--- src/include/rv_defines.svh ---
`ifndef RV_DEFINES_SVH
`define RV_DEFINES_SVH

// ********************************************************************
// Core widths
// ********************************************************************

// Register and pc width
`define RV_XLEN 32

// Architectural registers, x0 included
`define RV_REG_COUNT 32

// Register index width
`define RV_REG_IDX_W 5

// ********************************************************************
// Instruction memory geometry
// ********************************************************************

// Depth in 32-bit words
`define RV_IMEM_DEPTH 64

// Word address width, log2 of the depth
`define RV_IMEM_ADDR_W 6

`endif

--- src/rtl/rv_pkg.sv ---
`default_nettype none

`include "rv_defines.svh"

package rv_pkg;

  // One machine word: instruction, data or pc
  typedef logic [`RV_XLEN-1:0] word_t;

  // Register index
  typedef logic [`RV_REG_IDX_W-1:0] reg_idx_t;

  // Major opcodes of the supported subset
  typedef enum logic [6:0] {
    OPC_LUI    = 7'b0110111,
    OPC_AUIPC  = 7'b0010111,
    OPC_OP_IMM = 7'b0010011,
    OPC_OP     = 7'b0110011,
    OPC_SYSTEM = 7'b1110011
  } opcode_e;

  // ALU operations, PASS_B forwards operand b for LUI
  typedef enum logic [2:0] {
    ALU_ADD    = 3'd0,
    ALU_SUB    = 3'd1,
    ALU_SLT    = 3'd2,
    ALU_XOR    = 3'd3,
    ALU_OR     = 3'd4,
    ALU_AND    = 3'd5,
    ALU_PASS_B = 3'd6
  } alu_op_e;

  // Run-state machine encoding
  typedef enum logic [1:0] {
    ST_IDLE    = 2'd0,
    ST_RUN     = 2'd1,
    ST_HALTED  = 2'd2,
    ST_TRAPPED = 2'd3
  } core_state_e;

  // One retired result: destination and written value
  typedef struct packed {
    reg_idx_t rd;
    word_t    data;
  } retire_t;

  // The only accepted SYSTEM encoding
  localparam word_t EBREAK_INST = 32'h0010_0073;

endpackage

`default_nettype wire

--- src/rtl/decode_if.sv ---
`default_nettype none

// Decoded instruction bundle, decoder to datapath
interface decode_if;

  // Register indices straight from the instruction fields
  rv_pkg::reg_idx_t rd;
  rv_pkg::reg_idx_t rs1;
  rv_pkg::reg_idx_t rs2;

  // Immediate, already sign-extended or shifted into place
  rv_pkg::word_t imm;

  // Operation and operand selects
  rv_pkg::alu_op_e alu_op;
  logic use_imm;
  logic use_pc;

  // Class flags
  logic writes_rd;
  logic is_ebreak;
  logic illegal;

  // Decoder side
  modport producer (
    output rd, rs1, rs2, imm, alu_op, use_imm, use_pc,
    output writes_rd, is_ebreak, illegal
  );

  // Datapath and control side
  modport consumer (
    input rd, rs1, rs2, imm, alu_op, use_imm, use_pc,
    input writes_rd, is_ebreak, illegal
  );

endinterface

`default_nettype wire

--- src/rtl/alu.sv ---
`default_nettype none

module alu (
  input  wire rv_pkg::alu_op_e op,
  input  wire rv_pkg::word_t   a,
  input  wire rv_pkg::word_t   b,
  output rv_pkg::word_t        result
);

  // Signed compare, shared by SLT and SLTI
  logic less_signed;

  assign less_signed = $signed(a) < $signed(b);

  always_comb begin
    case (op)
      rv_pkg::ALU_ADD:    result = a + b;
      // Wraps modulo 2^32 like the ISA asks
      rv_pkg::ALU_SUB:    result = a - b;
      rv_pkg::ALU_SLT:    result = {31'b0, less_signed};
      rv_pkg::ALU_XOR:    result = a ^ b;
      rv_pkg::ALU_OR:     result = a | b;
      rv_pkg::ALU_AND:    result = a & b;
      // LUI, b already holds the upper immediate
      rv_pkg::ALU_PASS_B: result = b;
      default:            result = '0;
    endcase
  end

endmodule

`default_nettype wire

--- src/rtl/core_control.sv ---
`default_nettype none

module core_control (
  input  wire logic          clk,
  input  wire logic          rst,
  input  wire logic          start,
  input  wire logic          load_we,
  input  wire logic          is_ebreak,
  input  wire logic          illegal,
  output rv_pkg::core_state_e state,
  output logic               pc_en,
  output logic               reg_wen_gate,
  output logic               mem_we,
  output logic               halted,
  output logic               trapped
);

  rv_pkg::core_state_e state_q;
  rv_pkg::core_state_e state_d;

  // Current instruction may retire
  logic retire_ok;

  // ********************************************************************
  // Run-state machine
  // ********************************************************************

  always_comb begin
    state_d = state_q;
    case (state_q)
      rv_pkg::ST_IDLE: begin
        if (start) begin
          state_d = rv_pkg::ST_RUN;
        end
      end
      rv_pkg::ST_RUN: begin
        // EBREAK and illegal never coincide in the decoder
        if (is_ebreak) begin
          state_d = rv_pkg::ST_HALTED;
        end else if (illegal) begin
          state_d = rv_pkg::ST_TRAPPED;
        end
      end
      // Terminal until reset
      default: state_d = state_q;
    endcase
  end

  always_ff @(posedge clk) begin
    if (rst) begin
      state_q <= rv_pkg::ST_IDLE;
    end else begin
      state_q <= state_d;
    end
  end

  // ********************************************************************
  // Gates and status
  // ********************************************************************

  assign retire_ok = (state_q == rv_pkg::ST_RUN) && !is_ebreak && !illegal;

  assign state        = state_q;
  assign pc_en        = retire_ok;
  assign reg_wen_gate = retire_ok;
  // Program loads only while the core is parked
  assign mem_we       = load_we && (state_q == rv_pkg::ST_IDLE);
  assign halted       = (state_q == rv_pkg::ST_HALTED);
  assign trapped      = (state_q == rv_pkg::ST_TRAPPED);

  // Once started, only reset brings the core back to IDLE
  no_return_to_idle: assert property (
    @(posedge clk) disable iff (rst)
    state_q != rv_pkg::ST_IDLE |=> state_q != rv_pkg::ST_IDLE
  ) else $error("core returned to IDLE without reset");

  // Halt is sticky and never turns into a trap
  halt_sticky: assert property (
    @(posedge clk) disable iff (rst)
    halted |=> halted && !trapped
  ) else $error("halted dropped or trapped rose after halt");

  // No program write lands once the core has left IDLE
  no_late_load: assert property (
    @(posedge clk) disable iff (rst)
    state_q != rv_pkg::ST_IDLE |=> !mem_we
  ) else $error("instruction memory written outside IDLE");

endmodule

`default_nettype wire

--- src/rtl/inst_decoder.sv ---
`default_nettype none

module inst_decoder (
  input  wire rv_pkg::word_t inst,
  decode_if.producer         dec
);

  // Instruction fields
  logic [6:0] opcode;
  logic [2:0] funct3;
  logic [6:0] funct7;

  assign opcode = inst[6:0];
  assign funct3 = inst[14:12];
  assign funct7 = inst[31:25];

  // Register indices are taken as-is, unused ones are ignored downstream
  assign dec.rd  = inst[11:7];
  assign dec.rs1 = inst[19:15];
  assign dec.rs2 = inst[24:20];

  // ********************************************************************
  // Class and operation decode
  // ********************************************************************

  always_comb begin
    // Safe defaults, anything not matched below stays illegal
    dec.imm       = '0;
    dec.alu_op    = rv_pkg::ALU_ADD;
    dec.use_imm   = 1'b0;
    dec.use_pc    = 1'b0;
    dec.writes_rd = 1'b0;
    dec.is_ebreak = 1'b0;
    dec.illegal   = 1'b1;

    case (opcode)
      rv_pkg::OPC_LUI: begin
        // Upper immediate straight through
        dec.imm       = {inst[31:12], 12'b0};
        dec.alu_op    = rv_pkg::ALU_PASS_B;
        dec.use_imm   = 1'b1;
        dec.writes_rd = 1'b1;
        dec.illegal   = 1'b0;
      end
      rv_pkg::OPC_AUIPC: begin
        // pc plus upper immediate
        dec.imm       = {inst[31:12], 12'b0};
        dec.alu_op    = rv_pkg::ALU_ADD;
        dec.use_imm   = 1'b1;
        dec.use_pc    = 1'b1;
        dec.writes_rd = 1'b1;
        dec.illegal   = 1'b0;
      end
      rv_pkg::OPC_OP_IMM: begin
        // I-type immediate, sign-extended
        dec.imm     = {{20{inst[31]}}, inst[31:20]};
        dec.use_imm = 1'b1;
        // Shifts and SLTIU fall through as illegal
        case (funct3)
          3'b000: dec.alu_op = rv_pkg::ALU_ADD;
          3'b010: dec.alu_op = rv_pkg::ALU_SLT;
          3'b100: dec.alu_op = rv_pkg::ALU_XOR;
          3'b110: dec.alu_op = rv_pkg::ALU_OR;
          3'b111: dec.alu_op = rv_pkg::ALU_AND;
          default: dec.alu_op = rv_pkg::ALU_ADD;
        endcase
        if (funct3 inside {3'b000, 3'b010, 3'b100, 3'b110, 3'b111}) begin
          dec.writes_rd = 1'b1;
          dec.illegal   = 1'b0;
        end
      end
      rv_pkg::OPC_OP: begin
        // Register-register, only funct7 of zero except SUB
        if (funct7 == 7'b0000000) begin
          case (funct3)
            3'b000: dec.alu_op = rv_pkg::ALU_ADD;
            3'b010: dec.alu_op = rv_pkg::ALU_SLT;
            3'b100: dec.alu_op = rv_pkg::ALU_XOR;
            3'b110: dec.alu_op = rv_pkg::ALU_OR;
            3'b111: dec.alu_op = rv_pkg::ALU_AND;
            default: dec.alu_op = rv_pkg::ALU_ADD;
          endcase
          if (funct3 inside {3'b000, 3'b010, 3'b100, 3'b110, 3'b111}) begin
            dec.writes_rd = 1'b1;
            dec.illegal   = 1'b0;
          end
        end else if (funct7 == 7'b0100000 && funct3 == 3'b000) begin
          dec.alu_op    = rv_pkg::ALU_SUB;
          dec.writes_rd = 1'b1;
          dec.illegal   = 1'b0;
        end
      end
      rv_pkg::OPC_SYSTEM: begin
        // Only the exact EBREAK word, ECALL and CSRs are illegal
        if (inst == rv_pkg::EBREAK_INST) begin
          dec.is_ebreak = 1'b1;
          dec.illegal   = 1'b0;
        end
      end
      default: begin
        dec.illegal = 1'b1;
      end
    endcase
  end

  // Exactly one class per word, the control FSM relies on it
  always_comb begin
    assert ($onehot0({dec.illegal, dec.is_ebreak, dec.writes_rd}))
      else $error("decoder flags illegal, ebreak and writes_rd overlap");
  end

endmodule

`default_nettype wire

--- src/rtl/inst_memory.sv ---
`default_nettype none

`include "rv_defines.svh"

module inst_memory (
  input  wire logic                        clk,
  input  wire logic                        we,
  input  wire logic [`RV_IMEM_ADDR_W-1:0]  waddr,
  input  wire rv_pkg::word_t               wdata,
  input  wire logic [`RV_IMEM_ADDR_W-1:0]  raddr,
  output rv_pkg::word_t                    inst
);

  // ********************************************************************
  // Storage
  // ********************************************************************

  // Program words, filled through the load port before start
  rv_pkg::word_t mem [`RV_IMEM_DEPTH];

  // Load port write
  always_ff @(posedge clk) begin
    if (we) begin
      mem[waddr] <= wdata;
    end
  end

  // ********************************************************************
  // Fetch
  // ********************************************************************

  // Read address is the next pc, so the word for the
  // current pc sits on inst for the whole following cycle
  always_ff @(posedge clk) begin
    inst <= mem[raddr];
  end

endmodule

`default_nettype wire

--- src/rtl/pc_counter.sv ---
`default_nettype none

`include "rv_defines.svh"

module pc_counter (
  input  wire logic      clk,
  input  wire logic      rst,
  input  wire logic      en,
  output rv_pkg::word_t  current_pc,
  output rv_pkg::word_t  next_pc
);

  // Top byte-address bit inside the instruction memory
  localparam int unsigned PC_WRAP_MSB = `RV_IMEM_ADDR_W + 1;

  rv_pkg::word_t pc_q;
  rv_pkg::word_t pc_inc;

  assign pc_inc = pc_q + 32'd4;

  // Hold unless enabled, wrap to the memory size when stepping
  always_comb begin
    next_pc = pc_q;
    if (en) begin
      next_pc = '0;
      next_pc[PC_WRAP_MSB:0] = pc_inc[PC_WRAP_MSB:0];
    end
  end

  always_ff @(posedge clk) begin
    if (rst) begin
      pc_q <= '0;
    end else begin
      pc_q <= next_pc;
    end
  end

  assign current_pc = pc_q;

  // Fetch only ever sees word addresses
  pc_aligned: assert property (
    @(posedge clk) disable iff (rst) current_pc[1:0] == 2'b00
  ) else $error("pc lost word alignment");

endmodule

`default_nettype wire

--- src/rtl/register_file.sv ---
`default_nettype none

`include "rv_defines.svh"

module register_file (
  input  wire logic             clk,
  input  wire logic             rst,
  input  wire logic             wen,
  input  wire rv_pkg::reg_idx_t waddr,
  input  wire rv_pkg::word_t    wdata,
  input  wire rv_pkg::reg_idx_t raddr_a,
  input  wire rv_pkg::reg_idx_t raddr_b,
  output rv_pkg::word_t         rdata_a,
  output rv_pkg::word_t         rdata_b
);

  // ********************************************************************
  // Register array
  // ********************************************************************

  rv_pkg::word_t regs [`RV_REG_COUNT];

  // Whole file cleared by reset and x0 never written
  always_ff @(posedge clk) begin
    if (rst) begin
      for (int i = 0; i < `RV_REG_COUNT; i++) begin
        regs[i] <= '0;
      end
    end else if (wen && waddr != '0) begin
      regs[waddr] <= wdata;
    end
  end

  // ********************************************************************
  // Read ports
  // ********************************************************************

  // Combinational reads with index zero forced to zero
  assign rdata_a = (raddr_a == '0) ? '0 : regs[raddr_a];
  assign rdata_b = (raddr_b == '0) ? '0 : regs[raddr_b];

endmodule

`default_nettype wire

--- src/rtl/rv_core_top.sv ---
`default_nettype none

`include "rv_defines.svh"

module rv_core_top (
  input  wire logic                       clk,
  input  wire logic                       rst,
  input  wire logic                       start,
  input  wire logic                       load_we,
  input  wire logic [`RV_IMEM_ADDR_W-1:0] load_addr,
  input  wire rv_pkg::word_t              load_data,
  output rv_pkg::word_t                   current_pc,
  output logic                            retire_valid,
  output rv_pkg::reg_idx_t                retire_rd,
  output rv_pkg::word_t                   retire_data,
  output logic                            halted,
  output logic                            trapped
);

  // ********************************************************************
  // Fetch
  // ********************************************************************

  rv_pkg::word_t next_pc;
  rv_pkg::word_t inst;
  logic          pc_en;
  logic          mem_we;

  // Byte pc to word address
  inst_memory u_inst_memory (
    .clk   (clk),
    .we    (mem_we),
    .waddr (load_addr),
    .wdata (load_data),
    .raddr (next_pc[`RV_IMEM_ADDR_W+1:2]),
    .inst  (inst)
  );

  pc_counter u_pc_counter (
    .clk        (clk),
    .rst        (rst),
    .en         (pc_en),
    .current_pc (current_pc),
    .next_pc    (next_pc)
  );

  // ********************************************************************
  // Decode and control
  // ********************************************************************

  decode_if dec_bus ();

  inst_decoder u_inst_decoder (
    .inst (inst),
    .dec  (dec_bus)
  );

  rv_pkg::core_state_e state;
  logic                reg_wen_gate;

  core_control u_core_control (
    .clk          (clk),
    .rst          (rst),
    .start        (start),
    .load_we      (load_we),
    .is_ebreak    (dec_bus.is_ebreak),
    .illegal      (dec_bus.illegal),
    .state        (state),
    .pc_en        (pc_en),
    .reg_wen_gate (reg_wen_gate),
    .mem_we       (mem_we),
    .halted       (halted),
    .trapped      (trapped)
  );

  // ********************************************************************
  // Execute and write back
  // ********************************************************************

  rv_pkg::word_t   rdata_a;
  rv_pkg::word_t   rdata_b;
  rv_pkg::word_t   operand_a;
  rv_pkg::word_t   operand_b;
  rv_pkg::word_t   alu_result;
  logic            reg_wen;
  rv_pkg::retire_t retire;

  // Write enable doubles as the retire strobe
  assign reg_wen = dec_bus.writes_rd && reg_wen_gate;

  register_file u_register_file (
    .clk     (clk),
    .rst     (rst),
    .wen     (reg_wen),
    .waddr   (dec_bus.rd),
    .wdata   (alu_result),
    .raddr_a (dec_bus.rs1),
    .raddr_b (dec_bus.rs2),
    .rdata_a (rdata_a),
    .rdata_b (rdata_b)
  );

  // AUIPC takes the pc and immediates replace rs2
  assign operand_a = dec_bus.use_pc ? current_pc : rdata_a;
  assign operand_b = dec_bus.use_imm ? dec_bus.imm : rdata_b;

  alu u_alu (
    .op     (dec_bus.alu_op),
    .a      (operand_a),
    .b      (operand_b),
    .result (alu_result)
  );

  // Retire bundle split onto plain ports
  assign retire.rd    = dec_bus.rd;
  assign retire.data  = alu_result;
  assign retire_valid = reg_wen;
  assign retire_rd    = retire.rd;
  assign retire_data  = retire.data;

  // Byte pc one word on, wrapped to the instruction memory
  logic [`RV_IMEM_ADDR_W+1:0] pc_step;

  assign pc_step = current_pc[`RV_IMEM_ADDR_W+1:0] + 3'd4;

  // Every retire leaves the core running at the following word
  retire_steps_pc: assert property (
    @(posedge clk) disable iff (rst)
    retire_valid |=> state == rv_pkg::ST_RUN
      && current_pc == rv_pkg::word_t'($past(pc_step))
  ) else $error("retire did not step the pc by one word");

endmodule

`default_nettype wire

--- config.mk ---
export PLATFORM = sky130hd
export DESIGN_NAME = rv_core_top
export DESIGN_NICKNAME = d
export VERILOG_FILES = /design/src/rtl/rv_pkg.sv /design/src/rtl/decode_if.sv /design/src/rtl/alu.sv /design/src/rtl/core_control.sv /design/src/rtl/inst_decoder.sv /design/src/rtl/inst_memory.sv /design/src/rtl/pc_counter.sv /design/src/rtl/register_file.sv /design/src/rtl/rv_core_top.sv
export VERILOG_INCLUDE_DIRS = /design/src /design/src/include
export SDC_FILE = /design/constraint.sdc
export NUM_CORES = 2
export LEC_CHECK = 0
export ABC_CLOCK_PERIOD_IN_PS = 11350
export CORE_ASPECT_RATIO = 0.6
export CORE_MARGIN = 1.5
export CORE_UTILIZATION = 34
export CTS_CLUSTER_DIAMETER = 200
export DETAILED_ROUTE_END_ITERATION = 6
export DONT_BUFFER_PORTS = 1
export SLEW_MARGIN = 10
export SYNTH_ARGS = -nofsm -noshare
export SYNTH_HDL_FRONTEND = slang
export SYNTH_HIERARCHICAL = 1
export SYNTH_SLANG_ARGS = --single-unit
export TNS_END_PERCENT = 20
--- constraint.sdc ---
create_clock -name clk -period 11.35 [get_ports clk]
set_input_delay 1.7025 -clock clk [delete_from_list [all_inputs] [get_ports clk]]
set_output_delay 1.7025 -clock clk [all_outputs]
set_load 0.01 [all_outputs]
==> reports/metrics.cfg <==
[outcome]
outcome=completed

[global_routing]
grt_usage_pct=21.81
grt_pass1_vias=78557
grt_max_degree=114
antenna_found_initial=55
grt_pass1_wl_mm=644.3
overflow=0

[synthesis]
synthesis.area_mm2=0.1412
ys_warn_count=6
syn_avg_cell_area_um2=17.80
syn_inst=7934

[route]
ant_nets=0
drt_wl_total_mm=472.8
dr_total_vias=81704
via_per_inst=5.953
avgRoutedWirePerCell_um=34.45
firstDrtPassIters=6
drc=0
drtIter0Drc=12626

[power_and_ir_drop]
p_leak_nw=51.24
p_comb_share_pct=4.0
sw_frac_of_total_pct=21.91
clkPwrFrac_pct=42.8
power_density_mw_per_mm2=153.1
seqPwrFrac_pct=53.2
p_int_mw=18.98
ir_drop_mv=0.1417
p_switching_mw=5.325

[clock_tree]
cts_tree=built
clock-sinks=3136
post-cts-setup-buffers=0
cts_resized=0
cts_buffers=311
clk_pin_slew_ps=70
clk_latency_ps=930
cts-root-buf=clkbuf_16
clockBufferDepth=4
hold_buffers=0
htreeDepth=5

[die]
core_mm2=0.4137
io_pins=114
die-area_mm2=0.4193
die_h_um=502.2
die_w_um=835.0
num_rows=183
initial_core_util_pct=34.13

[finish]
fillers=37163
drive_above_1_share_pct=25.66
area_growth_pct=12.45
num-nets-final=8059

[sta]
slew_headroom_pct=2.654
hold_viol_final=0
fin_crit_ps=10350
tns_ps=0
skew_ps=120.7
worst_pin_slew_ps=1457
grt_setup_unrepaired=no
fmax_mhz=96.61
setup_violations=0
fin_crit_sh_pct=91.20
timing.hold.ws_ps=570.9
drv_slew=0

[place]
hpwlAfterDp_mm=281.7
port-buffer-count=0
globalplace.congestion=0.9669

[setup_path]
cp.arrival_ps=8650
r2r-end=u_register_file/regs[5][18]
critPathLaunch=u_inst_memory/inst[23]
cp_max_fo=26
worstRegToRegCells=20
r2r_slack_ps=2490
cp-end-kind=output port
start_kind=register
crit_required_ps=9650
setup.worst_path.end=retire_data[25]
timing.rr.start=u_inst_memory/inst[22]
crit_type=register to output port

[flow_run]
drv_cap=0

[worst_hold_path]
hold_path.class=register to register

==> worst max-delay path: stages, from the launching register on <==
cell	delay, ps
dfxtp_1	330
buf_4	530
nor2b_4	920
buf_4	500
buf_4	320
a22o_1	580
a2111oi_1	110
nor3_1	1010
mux2_4	360
inv_1	90
ha_1	440
or4_1	490
or4_1	410
o21ai_1	290
a21oi_1	180
o31ai_1	330
a221oi_1	190
o21ai_4	590
==> layer usage <==
| metal | GRT usage [%] | share of wire, % |
|---|---|---|
| met4 | 6.465 | 3.3 |
| met5 | 0.1370 | 0.038 |
| met2 | 29.63 | 40 |
| met1 | 31.60 | 41 |
| met3 | 9.142 | 15 |
==> worst min path at each step <==
stage	startpoint	depth (start not counted)	end
global route	u_core_control/state[0]	2	u_core_control/state[0]
global placement	u_core_control/state[0]	2	u_core_control/state[0]
finish	u_core_control/state[1]	2	u_core_control/state[1]
detailed placement	u_core_control/state[0]	2	u_core_control/state[0]
CTS	u_core_control/state[0]	2	u_core_control/state[0]
floorplan	u_core_control/state[1]	2	u_core_control/state[1]
==> cells in the final DEF (no fill, tap or decap), drive strengths merged, types with 12 or more instances in the layout <==
cell type,n
edfxtp,3072
mux4,1016
and2,1014
clkbuf,380
buf,291
mux2i,268
nor2,243
o22ai,198
a21oi,149
inv,113
clkinv,109
ha,103
nand2,102
mux2,95
nor3,89
nor2b,88
o21ai,67
dfxtp,64
a2111oi,61
a22o,60
a22oi,52
or2,42
o221ai,37
conb,34
a21o,33
bufinv,29
diode,25
nand3,24
nand2b,20
clkinvlp,17
o21bai,16
a211oi,16
and3,15
nor4,14
o31ai,13
o211ai,12
nand3b,12
a221oi,12
xnor2,12
==> state kept, by name, indices dropped and copies added, names as in the netlist <==
signal,count
u_inst_memory/inst,32
u_pc_counter/current_pc,30
u_inst_memory/mem,2048
u_register_file/regs,1024
u_core_control/state,2
==> power by group through the flow <==
stage | Sequential (mW) | Clock [mW] | Combinational [mW]
final | 12.9 | 10.4 | 0.966
after global routing | 12.9 | 11.0 | 0.984
after CTS | 12.9 | 10.5 | 0.918
after detailed placement | 13.2 | 0 | 0.914
after global placement | 13.2 | 0 | 0.908
after floorplan | 13.1 | 0 | 0.507
==> cell type report <==
cell class / count / area, µm² / share of cell area [%]
antenna: 25 / 62.56 / 0.03940
clock buffer: 380 / 8207 / 5.168
clock inverter: 171 / 1818 / 1.145
inverter: 97 / 364.1 / 0.2293
multi-input combinational: 4075 / 45390 / 28.58
sequential: 3136 / 93550 / 58.92
tap: 5550 / 6944 / 4.373
timing repair buffer: 291 / 2451 / 1.544
==> per-stage QoR <==
step	cell area, µm²	instances	power [mW]	utilization, %	worst slack (ps)
2_1_floorplan	141300	7966	13.65	-	4635
3_3_place_gp	148600	13146	14.08	35.92	2314
3_5_place_dp	148600	13148	14.10	35.93	2302
4_1_cts	158700	13699	24.40	38.35	1350
5_1_grt	158700	13704	24.90	38.37	1042
6_report	158800	13725	24.30	38.38	998.6
Note: power is estimated with default switching activity, not from simulation.
